**src/rtl/uart_line_pkg.sv**
```systemverilog
// Serial line format shared by the transmitter, receiver and FIFOs
// 8N1 frames at 16x oversampling, plus the receive FIFO entry layout

package uart_line_pkg;

    // ==================================================
    // Frame format
    // ==================================================
    localparam int data_bits  = 8;
    localparam int oversample = 16;  // Ticks per bit

    // Entries per direction
    localparam int fifo_depth = 4;

    // Received byte with its stop-bit check
    typedef struct packed {
        logic                 frame_err;
        logic [data_bits-1:0] data;
    } rx_entry_t;

endpackage

```
**src/rtl/uart_reg_pkg.sv**
```systemverilog
// Bus-side register map of the UART peripheral
// Offsets, STAT and CTRL bit positions, and the divisor reset value

package uart_reg_pkg;

    // ==================================================
    // Register offsets on a 4-bit byte address
    // ==================================================
    localparam int adr_width = 4;

    localparam logic [adr_width-1:0] reg_data = 4'h0;
    localparam logic [adr_width-1:0] reg_stat = 4'h4;
    localparam logic [adr_width-1:0] reg_ctrl = 4'h8;
    localparam logic [adr_width-1:0] reg_div  = 4'hC;

    // STAT bits
    localparam int stat_width     = 6;
    localparam int stat_rx_avail  = 0;
    localparam int stat_tx_empty  = 1;
    localparam int stat_tx_full   = 2;
    localparam int stat_rx_full   = 3;
    localparam int stat_frame_err = 4;  // Sticky, write one to clear
    localparam int stat_overrun   = 5;  // Sticky, write one to clear

    // CTRL bits
    localparam int ctrl_width  = 3;
    localparam int ctrl_tx_en  = 0;
    localparam int ctrl_rx_en  = 1;
    localparam int ctrl_irq_en = 2;

    // 100 MHz / (115200 * 16) - 1
    localparam int div_width = 16;
    localparam logic [div_width-1:0] div_reset = 16'd53;

endpackage

```
**src/rtl/uart_baud_gen.sv**
```systemverilog
// Oversampling tick generator
// Pulses tick for one clock every divisor+1 clocks

`timescale 1ns/1ps

module uart_baud_gen (
    input  logic        clk,
    input  logic        rst_n,
    input  logic [15:0] divisor,
    output logic        tick
);

    logic [15:0] cnt;

    // New divisor is picked up only on reload
    always_ff @(posedge clk or negedge rst_n) begin
        if (!rst_n)
            cnt <= '0;
        else if (cnt == '0)
            cnt <= divisor;
        else
            cnt <= cnt - 1'b1;
    end

    assign tick = (cnt == '0);

endmodule

```
**src/rtl/uart_fifo.sv**
```systemverilog
// Small synchronous FIFO, payload set by a type parameter
// Used for the TX byte queue and the RX entry queue

`timescale 1ns/1ps

module uart_fifo #(
    parameter type entry_t = logic [7:0],
    parameter int  depth   = 4
) (
    input  logic   clk,
    input  logic   rst_n,
    input  logic   push,
    input  entry_t push_data,
    input  logic   pop,
    output entry_t head,
    output logic   empty,
    output logic   full
);

    localparam int ptr_w = (depth > 1) ? $clog2(depth) : 1;
    localparam int cnt_w = $clog2(depth + 1);

    entry_t           mem [depth];
    logic [ptr_w-1:0] wr_ptr;
    logic [ptr_w-1:0] rd_ptr;
    logic [cnt_w-1:0] count;
    logic             do_push;
    logic             do_pop;

    assign do_push = push && !full;   // Push while full is dropped
    assign do_pop  = pop && !empty;
    assign empty   = (count == '0);
    assign full    = (count == cnt_w'(depth));
    assign head    = mem[rd_ptr];

    always_ff @(posedge clk) begin
        if (do_push)
            mem[wr_ptr] <= push_data;
    end

    always_ff @(posedge clk or negedge rst_n) begin
        if (!rst_n) begin
            wr_ptr <= '0;
            rd_ptr <= '0;
            count  <= '0;
        end else begin
            if (do_push)
                wr_ptr <= (wr_ptr == ptr_w'(depth - 1)) ? '0 : wr_ptr + 1'b1;
            if (do_pop)
                rd_ptr <= (rd_ptr == ptr_w'(depth - 1)) ? '0 : rd_ptr + 1'b1;
            case ({do_push, do_pop})
                2'b10:   count <= count + 1'b1;
                2'b01:   count <= count - 1'b1;
                default: count <= count;
            endcase
        end
    end

    a_count_bound: assert property (@(posedge clk) disable iff (!rst_n)
        count <= cnt_w'(depth));

endmodule

```
**src/rtl/uart_rx.sv**
```systemverilog
// 8N1 receiver with 16x oversampling
// Checks the start bit at mid-bit, samples data mid-bit, flags a low stop bit

`timescale 1ns/1ps

module uart_rx (
    input  logic                     clk,
    input  logic                     rst_n,
    input  logic                     tick,
    input  logic                     rx_en,
    input  logic                     rx,
    output logic                     push,
    output uart_line_pkg::rx_entry_t entry
);

    localparam int tick_w = $clog2(uart_line_pkg::oversample);
    localparam int half   = uart_line_pkg::oversample / 2;
    localparam int bit_w  = $clog2(uart_line_pkg::data_bits + 1);

    typedef enum logic [1:0] {st_idle, st_start, st_data} state_t;

    state_t                              state;
    logic [1:0]                          rx_sync;
    logic                                rx_s;
    logic                                rx_last;
    logic [tick_w-1:0]                   tick_cnt;
    logic [tick_w-1:0]                   tick_end;
    logic [bit_w-1:0]                    bit_cnt;
    logic [uart_line_pkg::data_bits-1:0] shift;
    logic                                sample;
    logic                                stop_bit;

    assign rx_s     = rx_sync[1];
    assign tick_end = (state == st_start) ? tick_w'(half - 1)
                                          : tick_w'(uart_line_pkg::oversample - 1);
    assign sample   = tick && (tick_cnt == tick_end);
    assign stop_bit = (bit_cnt == bit_w'(uart_line_pkg::data_bits));

    // Two-flop synchronizer, idles high
    always_ff @(posedge clk or negedge rst_n) begin
        if (!rst_n) begin
            rx_sync <= 2'b11;
            rx_last <= 1'b1;
        end else begin
            rx_sync <= {rx_sync[0], rx};
            rx_last <= rx_s;
        end
    end

    // ==================================================
    // Frame FSM
    // ==================================================
    always_ff @(posedge clk or negedge rst_n) begin
        if (!rst_n) begin
            state    <= st_idle;
            tick_cnt <= '0;
            bit_cnt  <= '0;
            push     <= 1'b0;
        end else begin
            push <= 1'b0;
            case (state)
                st_idle: begin
                    if (rx_en && rx_last && !rx_s) begin  // Falling edge
                        state    <= st_start;
                        tick_cnt <= '0;
                    end
                end
                st_start: begin
                    if (sample) begin
                        tick_cnt <= '0;
                        bit_cnt  <= '0;
                        state    <= rx_s ? st_idle : st_data;  // High means a glitch
                    end else if (tick) begin
                        tick_cnt <= tick_cnt + 1'b1;
                    end
                end
                st_data: begin
                    if (sample) begin
                        tick_cnt <= '0;
                        if (stop_bit) begin
                            push  <= 1'b1;  // Even into a full FIFO
                            state <= st_idle;
                        end else begin
                            bit_cnt <= bit_cnt + 1'b1;
                        end
                    end else if (tick) begin
                        tick_cnt <= tick_cnt + 1'b1;
                    end
                end
                default: state <= st_idle;
            endcase
        end
    end

    always_ff @(posedge clk) begin
        if (state == st_data && sample) begin
            if (stop_bit) begin
                entry.data      <= shift;
                entry.frame_err <= !rx_s;
            end else begin
                shift <= {rx_s, shift[uart_line_pkg::data_bits-1:1]};
            end
        end
    end

    a_push_pulse: assert property (@(posedge clk) disable iff (!rst_n)
        push |=> !push);

endmodule

```
**src/rtl/uart_top.sv**
```systemverilog
// UART peripheral top level
// Wishbone register block, baud tick, TX and RX FIFOs and the two shifters

`timescale 1ns/1ps

module uart_top (
    input  logic                               clk,
    input  logic                               rst_n,
    input  logic                               wb_cyc,
    input  logic                               wb_stb,
    input  logic                               wb_we,
    input  logic [uart_reg_pkg::adr_width-1:0] wb_adr,
    input  logic [31:0]                        wb_dat_w,
    output logic [31:0]                        wb_dat_r,
    output logic                               wb_ack,
    input  logic                               rx,
    output logic                               tx,
    output logic                               irq
);

    logic [uart_line_pkg::data_bits-1:0] tx_data;
    logic [uart_line_pkg::data_bits-1:0] tx_head;
    logic                                tx_push;
    logic                                tx_pop;
    logic                                tx_empty;
    logic                                tx_full;
    uart_line_pkg::rx_entry_t            rx_entry;
    uart_line_pkg::rx_entry_t            rx_head;
    logic                                rx_push;
    logic                                rx_pop;
    logic                                rx_empty;
    logic                                rx_full;
    logic [uart_reg_pkg::div_width-1:0]  divisor;
    logic                                tick;
    logic                                tx_en;
    logic                                rx_en;

    uart_wb_regs regs_i (
        .clk, .rst_n, .wb_cyc, .wb_stb, .wb_we, .wb_adr, .wb_dat_w, .wb_dat_r, .wb_ack,
        .tx_push, .tx_data, .tx_empty, .tx_full,
        .rx_pop, .rx_head, .rx_empty, .rx_full, .rx_push,
        .divisor, .tx_en, .rx_en, .irq
    );

    uart_baud_gen baud_i (.clk, .rst_n, .divisor, .tick);

    // Byte queue towards the line
    uart_fifo #(
        .entry_t (logic [uart_line_pkg::data_bits-1:0]),
        .depth   (uart_line_pkg::fifo_depth)
    ) tx_fifo_i (
        .clk, .rst_n, .push(tx_push), .push_data(tx_data), .pop(tx_pop),
        .head(tx_head), .empty(tx_empty), .full(tx_full)
    );

    uart_fifo #(
        .entry_t (uart_line_pkg::rx_entry_t),
        .depth   (uart_line_pkg::fifo_depth)
    ) rx_fifo_i (
        .clk, .rst_n, .push(rx_push), .push_data(rx_entry), .pop(rx_pop),
        .head(rx_head), .empty(rx_empty), .full(rx_full)
    );

    uart_tx tx_i (
        .clk, .rst_n, .tick, .tx_en,
        .fifo_empty(tx_empty), .fifo_head(tx_head), .fifo_pop(tx_pop), .tx
    );

    uart_rx rx_i (.clk, .rst_n, .tick, .rx_en, .rx, .push(rx_push), .entry(rx_entry));

endmodule

```
**src/rtl/uart_tx.sv**
```systemverilog
// 8N1 transmitter, pops bytes from the TX FIFO on a tick boundary
// Each bit is held for one oversampling period of 16 ticks

`timescale 1ns/1ps

module uart_tx (
    input  logic                                clk,
    input  logic                                rst_n,
    input  logic                                tick,
    input  logic                                tx_en,
    input  logic                                fifo_empty,
    input  logic [uart_line_pkg::data_bits-1:0] fifo_head,
    output logic                                fifo_pop,
    output logic                                tx
);

    localparam int frame_bits = uart_line_pkg::data_bits + 2;  // Start, data, stop
    localparam int tick_w     = $clog2(uart_line_pkg::oversample);
    localparam int bit_w      = $clog2(frame_bits);

    logic                  busy;
    logic [frame_bits-1:0] shift;
    logic [tick_w-1:0]     tick_cnt;
    logic [bit_w-1:0]      bit_cnt;
    logic                  bit_done;
    logic                  last_bit;
    logic                  load;

    assign bit_done = tick && (tick_cnt == tick_w'(uart_line_pkg::oversample - 1));
    assign last_bit = (bit_cnt == bit_w'(frame_bits - 1));
    // Next byte may follow straight after a stop bit
    assign load     = tick && tx_en && !fifo_empty && (!busy || (bit_done && last_bit));
    assign fifo_pop = load;
    assign tx       = busy ? shift[0] : 1'b1;

    always_ff @(posedge clk or negedge rst_n) begin
        if (!rst_n) begin
            busy     <= 1'b0;
            tick_cnt <= '0;
            bit_cnt  <= '0;
        end else if (load) begin
            busy     <= 1'b1;
            tick_cnt <= '0;
            bit_cnt  <= '0;
        end else if (busy && tick) begin
            tick_cnt <= tick_cnt + 1'b1;
            if (bit_done) begin
                tick_cnt <= '0;
                if (last_bit)
                    busy <= 1'b0;   // tx_en is not checked mid-frame
                else
                    bit_cnt <= bit_cnt + 1'b1;
            end
        end
    end

    always_ff @(posedge clk) begin
        if (load)
            shift <= {1'b1, fifo_head, 1'b0};
        else if (bit_done)
            shift <= {1'b1, shift[frame_bits-1:1]};  // LSB first
    end

    // Line drops to idle only from a high stop bit
    a_idle_high: assert property (@(posedge clk) disable iff (!rst_n)
        !busy |-> $past(tx));

endmodule

```
**src/rtl/uart_wb_regs.sv**
```systemverilog
// Wishbone classic slave with the DATA, STAT, CTRL and DIV registers
// Feeds the TX FIFO, drains the RX FIFO and raises the RX interrupt

`timescale 1ns/1ps

module uart_wb_regs (
    input  logic                                 clk,
    input  logic                                 rst_n,
    input  logic                                 wb_cyc,
    input  logic                                 wb_stb,
    input  logic                                 wb_we,
    input  logic [uart_reg_pkg::adr_width-1:0]   wb_adr,
    input  logic [31:0]                          wb_dat_w,
    output logic [31:0]                          wb_dat_r,
    output logic                                 wb_ack,
    output logic                                 tx_push,
    output logic [uart_line_pkg::data_bits-1:0]  tx_data,
    input  logic                                 tx_empty,
    input  logic                                 tx_full,
    output logic                                 rx_pop,
    input  uart_line_pkg::rx_entry_t             rx_head,
    input  logic                                 rx_empty,
    input  logic                                 rx_full,
    input  logic                                 rx_push,
    output logic [uart_reg_pkg::div_width-1:0]   divisor,
    output logic                                 tx_en,
    output logic                                 rx_en,
    output logic                                 irq
);

    logic [uart_reg_pkg::ctrl_width-1:0] ctrl_q;
    logic [uart_reg_pkg::div_width-1:0]  div_q;
    logic [uart_reg_pkg::stat_width-1:0] stat;
    logic                                frame_err_q;
    logic                                overrun_q;
    logic                                wr_ack;
    logic                                rd_ack;

    // ==================================================
    // Bus handshake, one ack then one idle cycle
    // ==================================================
    always_ff @(posedge clk or negedge rst_n) begin
        if (!rst_n)
            wb_ack <= 1'b0;
        else
            wb_ack <= wb_cyc && wb_stb && !wb_ack;
    end

    assign wr_ack  = wb_ack && wb_we;
    assign rd_ack  = wb_ack && !wb_we;
    assign tx_push = wr_ack && (wb_adr == uart_reg_pkg::reg_data);  // FIFO drops it when full
    assign tx_data = wb_dat_w[uart_line_pkg::data_bits-1:0];
    assign rx_pop  = rd_ack && (wb_adr == uart_reg_pkg::reg_data);

    always_ff @(posedge clk or negedge rst_n) begin
        if (!rst_n) begin
            ctrl_q      <= '0;
            div_q       <= uart_reg_pkg::div_reset;
            frame_err_q <= 1'b0;
            overrun_q   <= 1'b0;
        end else begin
            if (wr_ack && wb_adr == uart_reg_pkg::reg_ctrl)
                ctrl_q <= wb_dat_w[uart_reg_pkg::ctrl_width-1:0];
            if (wr_ack && wb_adr == uart_reg_pkg::reg_div)
                div_q <= wb_dat_w[uart_reg_pkg::div_width-1:0];
            if (wr_ack && wb_adr == uart_reg_pkg::reg_stat) begin
                if (wb_dat_w[uart_reg_pkg::stat_frame_err])
                    frame_err_q <= 1'b0;
                if (wb_dat_w[uart_reg_pkg::stat_overrun])
                    overrun_q <= 1'b0;
            end
            // Sets win over a clear in the same cycle
            if (rx_pop && !rx_empty && rx_head.frame_err)
                frame_err_q <= 1'b1;
            if (rx_push && rx_full)
                overrun_q <= 1'b1;
        end
    end

    always_comb begin
        stat = '0;
        stat[uart_reg_pkg::stat_rx_avail]  = !rx_empty;
        stat[uart_reg_pkg::stat_tx_empty]  = tx_empty;
        stat[uart_reg_pkg::stat_tx_full]   = tx_full;
        stat[uart_reg_pkg::stat_rx_full]   = rx_full;
        stat[uart_reg_pkg::stat_frame_err] = frame_err_q;
        stat[uart_reg_pkg::stat_overrun]   = overrun_q;
    end

    // Read mux, valid during ack
    always_comb begin
        wb_dat_r = '0;
        case (wb_adr)
            uart_reg_pkg::reg_data:
                if (!rx_empty)
                    wb_dat_r[uart_line_pkg::data_bits-1:0] = rx_head.data;
            uart_reg_pkg::reg_stat: wb_dat_r[uart_reg_pkg::stat_width-1:0] = stat;
            uart_reg_pkg::reg_ctrl: wb_dat_r[uart_reg_pkg::ctrl_width-1:0] = ctrl_q;
            uart_reg_pkg::reg_div:  wb_dat_r[uart_reg_pkg::div_width-1:0]  = div_q;
            default: ;
        endcase
    end

    assign divisor = div_q;
    assign tx_en   = ctrl_q[uart_reg_pkg::ctrl_tx_en];
    assign rx_en   = ctrl_q[uart_reg_pkg::ctrl_rx_en];
    assign irq     = !rx_empty && ctrl_q[uart_reg_pkg::ctrl_irq_en];

    a_ack_single: assert property (@(posedge clk) disable iff (!rst_n)
        wb_ack |=> !wb_ack);

endmodule

```
**config.mk**
```make
export PLATFORM = sky130hd
export DESIGN_NAME = uart_top
export DESIGN_NICKNAME = d
export VERILOG_FILES = /design/src/rtl/uart_line_pkg.sv /design/src/rtl/uart_reg_pkg.sv /design/src/rtl/uart_baud_gen.sv /design/src/rtl/uart_fifo.sv /design/src/rtl/uart_rx.sv /design/src/rtl/uart_top.sv /design/src/rtl/uart_tx.sv /design/src/rtl/uart_wb_regs.sv
export SDC_FILE = /design/constraint.sdc
export NUM_CORES = 1
export LEC_CHECK = 0
export ABC_AREA = 1
export ABC_CLOCK_PERIOD_IN_PS = 4500
export BUFFER_PORTS_ARGS = -buffer_cell sky130_fd_sc_hd__clkbuf_2
export CAP_MARGIN = 10
export CORE_MARGIN = 10
export CORE_UTILIZATION = 25
export DETAILED_ROUTE_END_ITERATION = 7
export SYNTH_ARGS = -nofsm -noshare
export SYNTH_HDL_FRONTEND = slang
export SYNTH_SLANG_ARGS = --single-unit
```
**constraint.sdc**
```tcl
create_clock -name clk -period 4.5 [get_ports clk]
set_clock_uncertainty 0.1 [all_clocks]
set_input_delay 0.45 -clock clk [delete_from_list [all_inputs] [get_ports clk]]
set_output_delay 0.45 -clock clk [all_outputs]
set_load 0.02 [all_outputs]
```
=== Yosys cells after proc, flatten, opt, wreduce, memory -nomap -nowiden ===
Memories as Yosys holds them, arrays and structs flattened.
Cells that the tools add are included.

* Register bits: 101
* Logic and storage cells: 183
* Memory bits (writable): 68
* Bits in latches: 0
* Memories: 2
* Memory bits (read-only): 0
* Output and inout port bits: 35

{| class="wikitable"
|+ Memory list
! memory !! words !! bits a word !! rd ports !! clocked after Yosys merged registers in !! wr ports !! line !! RTL
|-
| rx_fifo_i.mem || 4 || 9 || 1 || 0 || 1 || uart_fifo.sv:23 || <nowiki>entry_t mem [depth];</nowiki>
|-
| tx_fifo_i.mem || 4 || 8 || 1 || 0 || 1 || uart_fifo.sv:23 ||
|}

* Bitwise gates (word level): 1
* Eq/ne operators: 26
* Add/subtract/negate cells: 13
* Divide/modulo/power cells: 0
* Reduce and logical (&&, ||, !) cells: 61
* Multiply operators: 0
* Shifts and indexed selects: 0
* Muxes and demuxes: 54
* Magnitude comparators: 0

{| class="wikitable"
|+ Operators by type and width
! kind !! count
|-
| 2-to-1 mux 4 bit || 14
|-
| logical AND 1 bit || 26
|-
| nonzero test 2 bit || 11
|-
| == test 4 bit (second input constant) || 5
|-
| 2-to-1 mux 1 bit || 18
|-
| 2-to-1 mux 2 bit || 9
|-
| 2-to-1 mux 9 bit || 2
|-
| adder 4 x 1 -> 4 bit (second input constant) || 4
|-
| zero test 16 bit || 1
|-
| 2-to-1 mux 16 bit || 1
|-
| 2-to-1 mux 8 bit || 2
|-
| one-hot mux 4 bit (2 select lines) || 2
|-
| subtractor 16 x 1 -> 16 bit (second input constant) || 1
|-
| == test 2 bit (second input constant) || 7
|-
| one-hot mux 3 bit (2 select lines) || 2
|-
| one-hot mux 3 bit (4 select lines) || 1
|-
| one-hot mux 3 bit (3 select lines) || 1
|-
| AND reduction 3 bit || 3
|-
| adder 2 x 1 -> 2 bit (second input constant) || 4
|-
| zero test 1 bit || 8
|-
| inequality test 2 x 1 -> 1 bit (second input constant) || 4
|-
| AND reduction 2 bit || 4
|-
| AND reduction 4 bit || 2
|-
| adder 3 x 1 -> 3 bit (second input constant) || 2
|-
| other kinds (15) || 21
|}

=== Logic depth before layout (Yosys ltp) ===
Gate-level depths: netlist (run 1).

* Word-level depth: 8
* Mapped depth: 15
* Gate-level depth less buffers: 14

=== By module ===
A second synthesis (run 1) with hierarchy kept.

* Cell total of the unflattened synthesis: 919
* Area, all modules: 8597.0 um^2

{| class="wikitable"
|+ Modules (own cells, without submodules)
! module !! times used !! sequential area each (um^2) !! area each (um^2) !! cells each
|-
| uart_fifo (rx_fifo_i) || 1 || 1256.2 || 1985.7 || 165
|-
| uart_fifo (tx_fifo_i) || 1 || 1136.1 || 1774.2 || 154
|-
| uart_wb_regs || 1 || 555.5 || 1483.9 || 211
|-
| uart_rx || 1 || 864.6 || 1340.0 || 118
|-
| uart_baud_gen || 1 || 400.4 || 1058.5 || 153
|-
| uart_tx || 1 || 485.5 || 954.7 || 118
|}

=== Least setup slack after synthesis (run 1) ===
No wires, ideal clock.

* Path kind: reg-to-reg
* Start point: reg baud_i.cnt[0]
* End point: reg tx_fifo_i.count[2]
* Cell stages (with the launch flop): 16
* Clock period less this slack: 2505 ps
* Setup slack: 1995 ps
* Setup time: 131 ps
* Data arrival time: 2275 ps
* Path through: dfrtp_1 inv_1 ha_1 nand2_2 nor2_2 nand4_1 nand2_2 nand2_1 buf_6 clkinv_2 ha_1 inv_1 fa_1 a21oi_1 o21ai_0 xor2_1

* Cells in the longest elaborated chain, start to end: 8
* Elaborated cells between the ends (all ways): 12
* Those cells by class: 2 x eq/ne; 1 x mux; 9 x reduce/logical

{| class="wikitable"
|+ RTL lines
! what !! line !! RTL
|-
| start, declared || uart_baud_gen.sv:13 || <nowiki>logic [15:0] cnt;</nowiki>
|-
| start signal, assigned || uart_baud_gen.sv:20 || <nowiki>cnt <= divisor;</nowiki>
|-
| start signal, assigned || uart_baud_gen.sv:22 || <nowiki>cnt <= cnt - 1'b1;</nowiki>
|-
| zero test 16 bit * || uart_baud_gen.sv:25 || <nowiki>assign tick = (cnt == '0);</nowiki>
|-
| logical AND 1 bit || uart_tx.sv:29 || <nowiki>assign bit_done = tick && (tick_cnt == tick_w'(uart_line_pkg::oversample - 1));</nowiki>
|-
| logical AND 1 bit || uart_tx.sv:32 || <nowiki>assign load = tick && tx_en && !fifo_empty && (!busy || (bit_done && last_bit));</nowiki>
|-
| logical OR 1 bit || uart_tx.sv:32 ||
|-
| logical AND 1 bit * || uart_tx.sv:32 ||
|-
| logical AND 1 bit * || uart_fifo.sv:31 || <nowiki>assign do_pop = pop && !empty;</nowiki>
|-
| net tx_fifo_i.do_pop || uart_fifo.sv:28 || <nowiki>logic do_pop;</nowiki>
|-
| == test 2 x 1 -> 1 bit / == test 2 bit (equally long branches) || uart_fifo.sv:51 || <nowiki>case ({do_push, do_pop})</nowiki>
|-
| one-hot mux 3 bit (2 select lines) / nonzero test 2 bit (equally long branches) || -- ||
|-
| end signal, assigned || uart_fifo.sv:52 || <nowiki>2'b10: count <= count + 1'b1;</nowiki>
|-
| end signal, assigned || uart_fifo.sv:53 || <nowiki>2'b01: count <= count - 1'b1;</nowiki>
|-
| end signal, assigned || uart_fifo.sv:54 || <nowiki>default: count <= count;</nowiki>
|-
| end, declared || uart_fifo.sv:26 || <nowiki>logic [cnt_w-1:0] count;</nowiki>
|}

Mark *: on every way through the listed nets, which the timed path passes. The rest lies on a longest branch.
A chain may end at the register's enable or synchronous reset.

=== Final worst setup path (run 1) ===
* Start point: reg rx_fifo_i.rd_ptr[0]
* End point: out wb_dat_r[0]

* Cells in the longest elaborated chain, start to end: 3

{| class="wikitable"
|+ RTL lines
! what !! line !! RTL
|-
| start, declared || uart_fifo.sv:25 || <nowiki>logic [ptr_w-1:0] rd_ptr;</nowiki>
|-
| start signal, assigned || uart_fifo.sv:50 || <nowiki>rd_ptr <= (rd_ptr == ptr_w'(depth - 1)) ? '0 : rd_ptr + 1'b1;</nowiki>
|-
| memory read (4 x 9 bit) || -- ||
|-
| 2-to-1 mux 8 bit || uart_wb_regs.sv:95 || <nowiki>if (!rx_empty)</nowiki>
|-
| one-hot mux 3 bit (4 select lines) || uart_wb_regs.sv:93 || <nowiki>case (wb_adr)</nowiki>
|-
| end, declared || uart_top.sv:14 || <nowiki>output logic [31:0] wb_dat_r,</nowiki>
|}

Every way passes these cells.

==> metrics.txt, run 1 <==
# TYPE chip_impl_metric gauge
chip_impl_metric{name="grt_overflow_total",unit=""} 0
chip_impl_info{name="setup_repair_after_global_routing_missed_its_margin",value="false"} 1
chip_impl_metric{name="p_leak",unit="uW"} 0.00364
chip_impl_info{name="cpMaxStageDelayCell",value="sky130_fd_sc_hd__dfrtp_1"} 1
chip_impl_info{name="timing_worst_setup_path_type",value="reg2out"} 1
chip_impl_metric{name="finalMaxSlewViolations",unit=""} 0
chip_impl_metric{name="seq_area_frac_synth",unit="%"} 60.7
chip_impl_metric{name="arrival_time_worst_endpoint",unit="ns"} 2.92
chip_impl_metric{name="final.period_utilization",unit="%"} 77.2
chip_impl_metric{name="first_pass_iters",unit=""} 5
chip_impl_info{name="crit_family",value="buffers and inverters"} 1
chip_impl_metric{name="route.detailed.wl_per_inst",unit="um"} 13.6
chip_impl_metric{name="finalSetupTns",unit="ns"} 0
chip_impl_metric{name="irDropWorstVdd",unit="mV"} 0.189
chip_impl_metric{name="synth_largest_type_area_fraction",unit="%"} 36.1
chip_impl_metric{name="insertedDiodeCount",unit=""} 0
chip_impl_metric{name="clkSinkCount",unit=""} 169
chip_impl_metric{name="ant_nets",unit=""} 0
chip_impl_metric{name="worst_hold_slack",unit="ns"} 0.0751
chip_impl_info{name="cpMostUsedCell",value="sky130_fd_sc_hd__o21ai_0"} 1
chip_impl_metric{name="globalplace.congestion",unit=""} 0.791
chip_impl_metric{name="clk_pin_slew_worst_paths",unit="ns"} 0.07
chip_impl_metric{name="globalRouteTotalUtil",unit="%"} 8.71
chip_impl_metric{name="postPlaceCellArea",unit="um^2"} 8330
chip_impl_metric{name="cts-resized-gates",unit=""} 0
chip_impl_metric{name="placementRows",unit=""} 64
chip_impl_metric{name="relSlewSlack",unit="%"} 27.0
chip_impl_metric{name="postCtsSetupBuffers",unit=""} 0
chip_impl_metric{name="hpwlAfterDp",unit="um"} 11800
chip_impl_info{name="worst_setup_path_startpoint",value="rx_fifo_i.rd_ptr[0]"} 1
chip_impl_metric{name="synth-seq-cells",unit=""} 169
chip_impl_metric{name="synth_edf_count",unit=""} 93
chip_impl_metric{name="drv_cap",unit=""} 0
chip_impl_metric{name="highest_clock_rate",unit="MHz"} 288
chip_impl_info{name="worst_setup_path_end_kind",value="output pin"} 1
chip_impl_metric{name="timing_hold_violations_final",unit=""} 0
chip_impl_metric{name="finalPower",unit="uW"} 3540
chip_impl_info{name="commonest_register_cell_after_synthesis",value="sky130_fd_sc_hd__edfxtp_1"} 1
chip_impl_metric{name="drive_above_1_share",unit="%"} 14.1
chip_impl_metric{name="cts_made_buffers",unit=""} 17
chip_impl_metric{name="net_count_of_the_finished_layout",unit=""} 871
chip_impl_metric{name="antenna_found_initial",unit=""} 0
chip_impl_metric{name="ios",unit=""} 77
chip_impl_info{name="synth_top_cells_by_area",value="sky130_fd_sc_hd__edfxtp_1, sky130_fd_sc_hd__dfrtp_1, sky130_fd_sc_hd__nand2_1"} 1
chip_impl_metric{name="critPathMaxStageDelay",unit="ns"} 0.82
chip_impl_metric{name="critical_path_peak_fanout",unit=""} 22
chip_impl_metric{name="die_area",unit="um^2"} 38400
chip_impl_metric{name="pwr_density_cell",unit="nW/um^2"} 397
chip_impl_metric{name="synth_cell_type_count",unit=""} 48
chip_impl_info{name="reg2reg_from",value="baud_i.cnt[0]"} 1
chip_impl_metric{name="grt_pass1_wl",unit="um"} 26900
chip_impl_metric{name="ys_async_sr_fraction",unit="%"} 44.4
chip_impl_info{name="cts_root_buffer",value="sky130_fd_sc_hd__clkbuf_16"} 1
chip_impl_metric{name="ys.warnings.count",unit=""} 0
chip_impl_metric{name="critical_path_required",unit="ns"} 3.95
chip_impl_metric{name="grt_max_degree",unit=""} 76
chip_impl_metric{name="syn-instance-count",unit=""} 757
chip_impl_metric{name="port-buffer-count",unit=""} 44
chip_impl_metric{name="layout-area-overhead-vs-synth",unit="%"} 15.3
chip_impl_metric{name="layout.filler_cells",unit=""} 3196
chip_impl_metric{name="max_slew.worst_pin.slew",unit="ns"} 1.08
chip_impl_info{name="layout.cells.most_common_list",value="sky130_fd_sc_hd__nand2_1, sky130_fd_sc_hd__edfxtp_1, sky130_fd_sc_hd__nor2_1"} 1
chip_impl_info{name="cts_tree",value="done"} 1
chip_impl_metric{name="clk-insertion-delay-late",unit="ns"} 0.43
chip_impl_metric{name="worst_case_clock_buffer_depth",unit=""} 2
chip_impl_metric{name="synth_area_per_cell",unit="um^2"} 10.2
chip_impl_metric{name="initial_utilization",unit="%"} 25.3
chip_impl_metric{name="final_design_area_no_fill",unit="um^2"} 8930
chip_impl_info{name="setup.worst_path.start_class",value="flop"} 1
chip_impl_metric{name="crit_buf_inv",unit=""} 2
chip_impl_metric{name="cts-htree-levels",unit=""} 4
chip_impl_info{name="synth_largest_area_cell",value="sky130_fd_sc_hd__edfxtp_1"} 1
chip_impl_metric{name="setup-violations-final",unit=""} 0
chip_impl_info{name="run_status",value="finished clean"} 1
chip_impl_metric{name="mappedNetlistArea",unit="um^2"} 7750
chip_impl_metric{name="drcViolationCount",unit=""} 0
chip_impl_metric{name="cts_hold_repair.buffers",unit=""} 1
chip_impl_info{name="timing.hold.worst.class",value="in2async"} 1
chip_impl_metric{name="design.core.area",unit="um^2"} 30600
chip_impl_metric{name="drt_first_iter_violations",unit=""} 354
chip_impl_metric{name="grt_pass1_vias",unit=""} 5101
chip_impl_metric{name="vertical_die_dimension",unit="um"} 196
chip_impl_metric{name="finalWirelength",unit="um"} 16500
chip_impl_metric{name="drt-vias-per-instance",unit=""} 4.21
chip_impl_metric{name="detailroute.via_count",unit=""} 5103
chip_impl_metric{name="finalWorstPathRequiredPeriod",unit="ns"} 3.47
chip_impl_metric{name="die-width",unit="um"} 196
chip_impl_info{name="timing.critical_path.cells",value="clkinv_1, o21ai_0, o22ai_1, o21ai_0, o221ai_1, clkbuf_2"} 1
chip_impl_metric{name="utilization",unit="%"} 29.2
chip_impl_info{name="final_common_cell",value="sky130_fd_sc_hd__nand2_1"} 1
metrics by stage:
step / setup WS (ns) / cells
floorplan: 1.99 / 772
global placement: 1.44 / 1180
detailed placement: 1.45 / 1180
CTS: 1.03 / 1213
global route: 0.778 / 1213
finish: 1.03 / 1213
flip-flops by register name (all words and copies together) (netlist names), 3 cells and up:
signal and count:
tx_i.tick_cnt 4, rx_i.shift 8, rx_fifo_i.count 3, tx_fifo_i.mem 32, rx_i.bit_cnt 4, regs_i.ctrl_q 3
rx_i.entry 9, rx_i.tick_cnt 4, tx_i.shift 9, rx_fifo_i.mem 36, baud_i.cnt 16, tx_i.bit_cnt 4
tx_fifo_i.count 3, regs_i.divisor 16
metal layers:
metal / GRT usage (%) / part of all wire [%] / vias up / routed length [um]
met5: 0 / 0 / - / 0
met4: 2.46 / 1.3 / 0 / 206
met3: 2.18 / 3.8 / 13 / 628
met2: 13.9 / 47 / 76 / 7690
met1: 11.4 / 48 / 2437 / 7960
li1: - / - / 2577 / -
cells in the mapped netlist (all sizes together) (7+ instances only):
cell type / count
dfrtp: 68
nand3: 28
nand2: 148
dfstp: 7
buf: 19
a21oi: 32
ha: 23
edfxtp: 93
o22ai: 9
nor3: 7
xnor2: 15
inv: 82
xor2: 10
o21ai: 68
clkbuf: 13
nor2: 97
a32o: 7
where the power goes:
part	switching, uW	total (uW)	internal [uW]
clock	635	1470	835
combinational	223	341	118
sequential	53.0	1730	1680
cells by family after synthesis:
logic type               count (synthesis)  synth area share (%)
other                                    1                0.0484
AND/OR/NAND/NOR                        292                  16.2
buffers and inverters                  117                  6.59
XOR/XNOR                                25                  2.83
adder cells (fa/ha/maj)                 25                  4.23
flip-flops                             169                  60.7
AO/OA/AOI/OAI                          127                  9.34
multiplexers                             1                 0.145
path summary, 6_finish.rpt:
check / slack [ns] / endpoint / depth (start not counted)
max: 1.03 / wb_dat_r[0] / 6
min: 0.08 / rx_i.bit_cnt[2] / 1
max reg2reg: 1.44 / tx_fifo_i.count[2] / 14
min reg2reg: 0.26 / rx_i.rx_sync[1] / 0
max in group asynchronous: 3.59 / regs_i.divisor[9] / 1
min in group clk: 0.13 / regs_i.wb_ack / 3
layout make-up:
type | instances | area (um^2) | share of cell area [%]
clock buffers | 18 | 429 | 4.80
well taps | 396 | 495 | 5.55
inverters | 85 | 320 | 3.58
multi-input cells | 486 | 2590 | 29.0
repair buffers | 45 | 233 | 2.60
flip-flops and latches | 169 | 4700 | 52.6
clock inverters | 14 | 165 | 1.85
Note: power is estimated with default switching activity, not from simulation.
==> run 2: changes to the inputs <==
--- a/config.mk
+++ b/config.mk
@@ -6,7 +6,7 @@
 export NUM_CORES = 1
 export LEC_CHECK = 0
 export ABC_AREA = 1
-export ABC_CLOCK_PERIOD_IN_PS = 4500
+export ABC_CLOCK_PERIOD_IN_PS = 2900
 export BUFFER_PORTS_ARGS = -buffer_cell sky130_fd_sc_hd__clkbuf_2
 export CAP_MARGIN = 10
 export CORE_MARGIN = 10
==> constraint.sdc (replaced) <==
create_clock -name clk -period 2.9 [get_ports clk]
set_clock_uncertainty 0.1 [all_clocks]
set_input_delay 0.29 -clock clk [delete_from_list [all_inputs] [get_ports clk]]
set_output_delay 0.29 -clock clk [all_outputs]
set_load 0.02 [all_outputs]
==> run 2 against run 1 <==
  * Power is 58% higher
  * Final cell count up 2.7%
  * Largest power group unchanged
  * Global-route usage is 0.087 points higher
  * Sequential share of layout area is 1.9 points lower
  * Count of clock-buffer cells in the layout decreased by 1
  * Routed wire length rose by 0.57%
  * Critical path depth up 8
  * Non-clock buffer count increased by 33
  * Die area unchanged
  * Highest routed layer unchanged
  * Clock power is 61% higher
  * Flip-flop and latch count stayed put
  * Critical path type is now reg2reg
  * Utilization grew 1.1 points
==> metrics.txt, run 2 (same netlist as run 1, synthesis figures left out) <==
# TYPE chip_impl_metric gauge
chip_impl_metric{name="detailroute.via_count",unit=""} 5214
chip_impl_metric{name="port-buffer-count",unit=""} 44
chip_impl_metric{name="ant_nets",unit=""} 0
chip_impl_metric{name="globalRouteTotalUtil",unit="%"} 8.80
chip_impl_metric{name="ff2ff_setup_slack",unit="ns"} 0.25
chip_impl_info{name="max_flop_register",value="rx_fifo_i.mem"} 1
chip_impl_info{name="worst_setup_path_startpoint",value="baud_i.cnt[0]"} 1
chip_impl_metric{name="clk_pin_slew_worst_paths",unit="ns"} 0.07
chip_impl_metric{name="drt_first_iter_violations",unit=""} 306
chip_impl_metric{name="highest_clock_rate",unit="MHz"} 378
chip_impl_metric{name="die_area",unit="um^2"} 38400
chip_impl_metric{name="initial_utilization",unit="%"} 25.3
chip_impl_metric{name="drv_cap",unit=""} 0
chip_impl_info{name="timing_worst_setup_path_type",value="reg2reg"} 1
chip_impl_metric{name="post-place-ws",unit="ns"} 0.246
chip_impl_metric{name="vertical_die_dimension",unit="um"} 196
chip_impl_metric{name="route.detailed.wl_per_inst",unit="um"} 13.3
chip_impl_metric{name="grt_overflow_total",unit=""} 0
chip_impl_metric{name="grt_pass1_vias",unit=""} 5140
chip_impl_metric{name="insertedDiodeCount",unit=""} 0
chip_impl_metric{name="timing.hold.worst_path_depth",unit=""} 3
chip_impl_metric{name="drt-vias-per-instance",unit=""} 4.18
chip_impl_metric{name="net_count_of_the_finished_layout",unit=""} 904
chip_impl_metric{name="area_taken_by_multi_input_logic_gates",unit="um^2"} 2590
chip_impl_metric{name="power.combinational.fraction",unit="%"} 10.1
chip_impl_info{name="reg2reg_from",value="baud_i.cnt[0]"} 1
chip_impl_metric{name="relSlewSlack",unit="%"} 24.1
chip_impl_metric{name="p_leak",unit="uW"} 0.00382
chip_impl_metric{name="drcViolationCount",unit=""} 0
chip_impl_metric{name="timing_hold_violations_final",unit=""} 0
chip_impl_metric{name="final.period_utilization",unit="%"} 91.2
chip_impl_metric{name="irDropWorstVdd",unit="mV"} 0.360
chip_impl_info{name="worst_r2r_endpoint",value="tx_fifo_i.count[2]"} 1
chip_impl_info{name="worst_min_delay_path_startpoint",value="wb_dat_w[15]"} 1
chip_impl_metric{name="post-route-worst-setup-slack",unit="ns"} 0.254
chip_impl_metric{name="total_internal_power",unit="uW"} 4070
chip_impl_metric{name="clk-insertion-delay-late",unit="ns"} 0.43
chip_impl_info{name="layout.cells.most_common_list",value="sky130_fd_sc_hd__nand2_1, sky130_fd_sc_hd__edfxtp_1, sky130_fd_sc_hd__nor2_1"} 1
chip_impl_metric{name="arrival_time_worst_endpoint",unit="ns"} 2.85
chip_impl_metric{name="drive_above_1_share",unit="%"} 16.0
chip_impl_metric{name="largest_reg_flops",unit=""} 36
chip_impl_metric{name="max_slew.worst_pin.slew",unit="ns"} 1.13
chip_impl_metric{name="finalSetupTns",unit="ns"} 0
chip_impl_metric{name="worst_case_clock_buffer_depth",unit=""} 2
chip_impl_metric{name="rr_worst_depth",unit=""} 14
chip_impl_metric{name="first_pass_iters",unit=""} 5
chip_impl_info{name="cts_tree",value="done"} 1
chip_impl_metric{name="grt_pass1_wl",unit="um"} 26900
chip_impl_info{name="setup.worst_path.start_class",value="flop"} 1
chip_impl_metric{name="setup-violations-final",unit=""} 0
chip_impl_metric{name="finalPower",unit="uW"} 5610
chip_impl_info{name="final_common_cell",value="sky130_fd_sc_hd__nand2_1"} 1
chip_impl_info{name="cts_root_buffer",value="sky130_fd_sc_hd__clkbuf_16"} 1
chip_impl_metric{name="layout.filler_cells",unit=""} 3177
chip_impl_metric{name="finalMaxSlewViolations",unit=""} 0
chip_impl_info{name="worst_setup_path_end_kind",value="flop"} 1
chip_impl_metric{name="die-width",unit="um"} 196
chip_impl_metric{name="finalWirelength",unit="um"} 16600
chip_impl_metric{name="critical_path_required",unit="ns"} 3.11
chip_impl_metric{name="sw_frac_of_total",unit="%"} 27.4
chip_impl_metric{name="globalplace.congestion",unit=""} 0.768
chip_impl_metric{name="finalWorstPathRequiredPeriod",unit="ns"} 2.65
chip_impl_metric{name="grt_max_degree",unit=""} 47
chip_impl_metric{name="pwr_density_cell",unit="nW/um^2"} 606
chip_impl_metric{name="cts_made_buffers",unit=""} 17
chip_impl_info{name="top_flop_regs",value="rx_fifo_i.mem x36, tx_fifo_i.mem x32"} 1
chip_impl_metric{name="antenna_found_initial",unit=""} 0
chip_impl_info{name="run_status",value="finished clean"} 1
chip_impl_metric{name="critical_path_peak_fanout",unit=""} 6
chip_impl_metric{name="design.core.area",unit="um^2"} 30600
chip_impl_info{name="worst_hold_path.endpoint",value="regs_i.divisor[15]"} 1
chip_impl_metric{name="hpwlAfterDp",unit="um"} 12000
chip_impl_metric{name="postPlaceCellArea",unit="um^2"} 8490
chip_impl_metric{name="layout-area-overhead-vs-synth",unit="%"} 19.7
chip_impl_metric{name="p_seq_share",unit="%"} 47.6
chip_impl_metric{name="reg_area",unit="um^2"} 4700
chip_impl_metric{name="clkSinkCount",unit=""} 169
chip_impl_metric{name="power.net_switching",unit="uW"} 1540
chip_impl_metric{name="final_design_area_no_fill",unit="um^2"} 9270
chip_impl_metric{name="cts-htree-levels",unit=""} 4
chip_impl_metric{name="placementRows",unit=""} 64
chip_impl_info{name="timing.hold.worst.class",value="in2reg"} 1
chip_impl_info{name="setup_repair_after_global_routing_missed_its_margin",value="false"} 1
chip_impl_metric{name="ios",unit=""} 77
chip_impl_metric{name="power_frac_clock",unit="%"} 42.3
run 2: changes by cell type in the layout (fill, tap and decap cells not counted), sizes merged:
cell,before,now
buf,1,21
clkbuf,61,60
inv,88,91
dlygate4sd3,1,14
clkinvlp,1,0
bufinv,2,1
run 2: final cells by class:
type	instances	share of cell area, %
clock buffer	17	4.59
timing repair buffer	78	5.67
clock inverter	15	2.27
tap	396	5.35
sequential	169	50.7
multi-input combinational	486	28.0
inverter	85	3.46
run 2: repair_timing:
item / CTS / global route
setup buffers: 0 / 0
endpoints found under the hold margin: 66 / 0
hold buffers: 14 / 0
resized for setup: 0 / 0
run 2: how the worst max path moves through the flow:
stage                         endpoint
finish              tx_fifo_i.count[2]
detailed placement  tx_fifo_i.count[2]
CTS                 tx_fifo_i.count[2]
global placement    tx_fifo_i.count[2]
floorplan           tx_fifo_i.count[2]
global route        tx_fifo_i.count[2]
run 2: critical path, cell delays in order (launching register included):
cell                       delay, ns
sky130_fd_sc_hd__dfrtp_1        0.36
sky130_fd_sc_hd__inv_1          0.10
sky130_fd_sc_hd__ha_1           0.21
sky130_fd_sc_hd__nand2_2        0.14
sky130_fd_sc_hd__nor2_2         0.15
sky130_fd_sc_hd__nand4_1        0.11
sky130_fd_sc_hd__nand2_2        0.13
sky130_fd_sc_hd__nand2_1        0.09
sky130_fd_sc_hd__clkinv_2       0.09
sky130_fd_sc_hd__ha_1           0.14
sky130_fd_sc_hd__inv_1          0.07
sky130_fd_sc_hd__fa_1           0.39
sky130_fd_sc_hd__a21oi_1        0.17
sky130_fd_sc_hd__o21ai_0        0.12
sky130_fd_sc_hd__xor2_1         0.15
run 2: metal layers:
metal	part of all wire (%)	track usage [%]
met5	0	0
met1	48	11.2
met4	1.6	3.08
met2	46	13.9
met3	4.7	2.49
run 2: per-stage QoR:
stage / std cells / hold WS, ns / util, %
after CTS: 1246 / 0.00207 / 30.3
final: 1246 / 0.0147 / 30.3
after floorplan: 772 / -0.106 / -
after global placement: 1200 / 0.246 / 27.8
after detailed placement: 1200 / 0.247 / 27.8
after global routing: 1246 / 0.0133 / 30.3
run 2: power by group through the flow:
| stage | clock network, uW | logic [uW] | registers (uW) |
|---|---|---|---|
| floorplan | 0 | 410 | 2700 |
| global placement | 0 | 547 | 2720 |
| detailed placement | 0 | 556 | 2720 |
| CTS | 2440 | 575 | 2670 |
| global route | 2540 | 646 | 2690 |
| finish | 2370 | 568 | 2670 |
==> run 3: changes to the inputs <==
--- a/config.mk
+++ b/config.mk
@@ -6,7 +6,7 @@
 export NUM_CORES = 1
 export LEC_CHECK = 0
 export ABC_AREA = 1
-export ABC_CLOCK_PERIOD_IN_PS = 2900
+export ABC_CLOCK_PERIOD_IN_PS = 2600
 export BUFFER_PORTS_ARGS = -buffer_cell sky130_fd_sc_hd__clkbuf_2
 export CAP_MARGIN = 10
 export CORE_MARGIN = 10
==> constraint.sdc (replaced) <==
create_clock -name clk -period 2.6 [get_ports clk]
set_clock_uncertainty 0.1 [all_clocks]
set_input_delay 0.26 -clock clk [delete_from_list [all_inputs] [get_ports clk]]
set_output_delay 0.26 -clock clk [all_outputs]
set_load 0.02 [all_outputs]
==> run 3 against run 2 <==
  * Largest power group unchanged
  * Sequential power is 12% higher
  * Worst hold slack better by 0.0099 ns
  * Critical path type unchanged
  * Power is 12% higher
  * Die area stayed put
  * Non-clock buffer count is 17 higher
==> metrics.txt, run 3 (same netlist as run 1, synthesis figures left out) <==
# TYPE chip_impl_metric gauge
chip_impl_metric{name="setup-violations-final",unit=""} 0
chip_impl_metric{name="die-width",unit="um"} 196
chip_impl_metric{name="max_slew.worst_pin.slew",unit="ns"} 1.09
chip_impl_metric{name="total_internal_power",unit="uW"} 4560
chip_impl_metric{name="final.period_utilization",unit="%"} 91.6
chip_impl_info{name="timing.critical_path.cells",value="nor2_2, nand2_1, nor2_2, nand4_1, nand2_2, nand2_1, clkinv_2, ha_1, inv_1, fa_2, a21oi_1, o21ai_1, xor2_1"} 1
chip_impl_metric{name="die_area",unit="um^2"} 38400
chip_impl_info{name="worst_setup_path_end_kind",value="flop"} 1
chip_impl_metric{name="detailroute.via_count",unit=""} 5317
chip_impl_metric{name="clk_pin_slew_worst_paths",unit="ns"} 0.08
chip_impl_metric{name="clk-insertion-delay-late",unit="ns"} 0.43
chip_impl_metric{name="clkSinkCount",unit=""} 169
chip_impl_info{name="cts_tree",value="done"} 1
chip_impl_metric{name="cts_made_buffers",unit=""} 17
chip_impl_metric{name="first_pass_iters",unit=""} 4
chip_impl_metric{name="grt_pass1_vias",unit=""} 5204
chip_impl_metric{name="globalplace.congestion",unit=""} 0.787
chip_impl_metric{name="worst_case_clock_buffer_depth",unit=""} 2
chip_impl_metric{name="drv_cap",unit=""} 0
chip_impl_metric{name="grt_max_degree",unit=""} 39
chip_impl_info{name="run_status",value="finished clean"} 1
chip_impl_metric{name="drt-vias-per-instance",unit=""} 4.21
chip_impl_info{name="top_flop_regs",value="rx_fifo_i.mem x36, tx_fifo_i.mem x32"} 1
chip_impl_metric{name="drive_above_1_share",unit="%"} 17.9
chip_impl_metric{name="sw_frac_of_total",unit="%"} 27.4
chip_impl_info{name="max_flop_register",value="rx_fifo_i.mem"} 1
chip_impl_metric{name="ant_nets",unit=""} 0
chip_impl_metric{name="design.core.area",unit="um^2"} 30600
chip_impl_metric{name="utilization",unit="%"} 30.8
chip_impl_metric{name="relSlewSlack",unit="%"} 26.5
chip_impl_metric{name="irDropWorstVdd",unit="mV"} 0.564
chip_impl_metric{name="critical_path_required",unit="ns"} 2.81
chip_impl_metric{name="finalSetupTns",unit="ns"} 0
chip_impl_metric{name="finalWorstPathRequiredPeriod",unit="ns"} 2.38
chip_impl_metric{name="ios",unit=""} 77
chip_impl_metric{name="grt_overflow_total",unit=""} 0
chip_impl_metric{name="arrival_time_worst_endpoint",unit="ns"} 2.59
chip_impl_info{name="layout.cells.most_common_list",value="sky130_fd_sc_hd__nand2_1, sky130_fd_sc_hd__edfxtp_1, sky130_fd_sc_hd__nor2_1"} 1
chip_impl_metric{name="drcViolationCount",unit=""} 0
chip_impl_metric{name="critPathMaxStageDelay",unit="ns"} 0.42
chip_impl_metric{name="layout-area-overhead-vs-synth",unit="%"} 21.6
chip_impl_metric{name="grt_pass1_wl",unit="um"} 27600
chip_impl_metric{name="vertical_die_dimension",unit="um"} 196
chip_impl_info{name="cts_root_buffer",value="sky130_fd_sc_hd__clkbuf_16"} 1
chip_impl_metric{name="placementRows",unit=""} 64
chip_impl_info{name="reg2reg_from",value="baud_i.cnt[11]"} 1
chip_impl_info{name="timing_worst_setup_path_type",value="reg2reg"} 1
chip_impl_metric{name="insertedDiodeCount",unit=""} 0
chip_impl_metric{name="timing_hold_violations_final",unit=""} 0
chip_impl_metric{name="globalRouteTotalUtil",unit="%"} 9.01
chip_impl_info{name="worst_r2r_endpoint",value="tx_fifo_i.count[2]"} 1
chip_impl_info{name="setup.worst_path.start_class",value="flop"} 1
chip_impl_metric{name="p_seq_share",unit="%"} 47.4
chip_impl_metric{name="cts-htree-levels",unit=""} 4
chip_impl_metric{name="hpwlAfterDp",unit="um"} 12300
chip_impl_metric{name="rr_worst_depth",unit=""} 13
chip_impl_info{name="timing.hold.worst.class",value="in2reg"} 1
chip_impl_metric{name="drt_first_iter_violations",unit=""} 294
chip_impl_info{name="final_common_cell",value="sky130_fd_sc_hd__nand2_1"} 1
chip_impl_metric{name="finalWirelength",unit="um"} 17100
chip_impl_metric{name="finalPower",unit="uW"} 6280
chip_impl_metric{name="pwr_density_cell",unit="nW/um^2"} 666
chip_impl_metric{name="critical_path_peak_fanout",unit=""} 5
chip_impl_metric{name="postPlaceCellArea",unit="um^2"} 8530
chip_impl_metric{name="power.combinational.fraction",unit="%"} 10.6
chip_impl_metric{name="largest_reg_flops",unit=""} 36
chip_impl_metric{name="highest_clock_rate",unit="MHz"} 420
chip_impl_metric{name="power.net_switching",unit="uW"} 1720
chip_impl_metric{name="p_leak",unit="uW"} 0.00388
chip_impl_info{name="worst_min_delay_path_startpoint",value="wb_dat_w[3]"} 1
chip_impl_metric{name="finalMaxSlewViolations",unit=""} 0
chip_impl_metric{name="power_frac_clock",unit="%"} 42.0
chip_impl_info{name="worst_hold_path.endpoint",value="tx_fifo_i.mem[0][3]"} 1
chip_impl_metric{name="net_count_of_the_finished_layout",unit=""} 921
chip_impl_metric{name="timing.hold.worst_path_depth",unit=""} 1
chip_impl_metric{name="route.detailed.wl_per_inst",unit="um"} 13.5
chip_impl_metric{name="final_design_area_no_fill",unit="um^2"} 9420
chip_impl_metric{name="ff2ff_setup_slack",unit="ns"} 0.22
chip_impl_metric{name="port-buffer-count",unit=""} 44
chip_impl_info{name="cpMaxStageDelayCell",value="sky130_fd_sc_hd__dfrtp_1"} 1
chip_impl_metric{name="antenna_found_initial",unit=""} 0
chip_impl_metric{name="initial_utilization",unit="%"} 25.3
-- run 3: cell count changes in the layout (fill, tap and decap cells not counted), sizes merged --
cell | previous run | this run
buf | 21 | 33
clkinv | 8 | 6
clkinvlp | 0 | 2
dlygate4sd3 | 14 | 19
-- run 3: worst max-delay path by stage --
stage / startpoint / endpoint / slack, ns / depth (start not counted)
2_1_floorplan: baud_i.cnt[0] / tx_fifo_i.count[2] / 0.09 / 15
3_3_place_gp: baud_i.cnt[0] / tx_fifo_i.count[2] / 0.05 / 14
3_5_place_dp: baud_i.cnt[0] / tx_fifo_i.count[2] / 0.03 / 14
4_1_cts: rx_fifo_i.rd_ptr[0] / wb_dat_r[0] / 0.01 / 6
5_1_grt: baud_i.cnt[8] / tx_fifo_i.count[2] / -0.008 / 13
6_report: baud_i.cnt[11] / tx_fifo_i.count[2] / 0.22 / 13
-- run 3: routing by layer --
layer	share of wire, %	GRT usage [%]	wire [um]
met5	0	0	0
met2	48	14.5	8150
met3	4.4	2.17	751
met4	1.0	2.46	172
met1	47	11.8	7990
-- run 3: cell type report --
type	count	area, um^2
Sequential cell	169	4700
Tap cell	396	495
Timing Repair Buffer	95	666
Clock inverter	15	191
Fill cell	3153	21200
Inverter	85	324
Clock buffer	17	425
Multi-Input combinational cell	486	2620
-- run 3: metrics by stage --
| stage | cells | hold slack, ns | worst slack [ns] |
|---|---|---|---|
| 6_report | 1263 | 0.0246 | 0.219 |
| 4_1_cts | 1255 | 0.00193 | 0.0134 |
| 2_1_floorplan | 772 | -0.136 | 0.0946 |
| 3_3_place_gp | 1206 | 0.176 | 0.0465 |
| 5_1_grt | 1263 | 0.0152 | -0.00787 |
| 3_5_place_dp | 1206 | 0.180 | 0.0283 |
-- run 3: power by group through the flow --
stage / registers (uW) / clock network [uW] / logic (uW)
final: 2980 / 2640 / 665
after CTS: 2970 / 2700 / 653
after global routing: 2990 / 2810 / 767
after global placement: 3030 / 0 / 617
after detailed placement: 3030 / 0 / 629
after floorplan: 3020 / 0 / 458
-- run 3: repair_timing --
item                       in CTS  in global routing
buffers inserted                0                  6
hold endpoints to repair       65                  8
resized for setup               0                 10
hold buffers                   17                  2
setup endpoints to repair       0                  7
-- run 3: worst max-delay path, delay by kind of cell, from the launching register on --
kind,cells,cell delay (ns)
buffers and inverters,2,0.16
AOI/OAI and AO/OA,2,0.24
DFF,1,0.42
adders and majority gates,2,0.49
xor gates and xnor gates,1,0.14
and+or+nand+nor,6,0.71
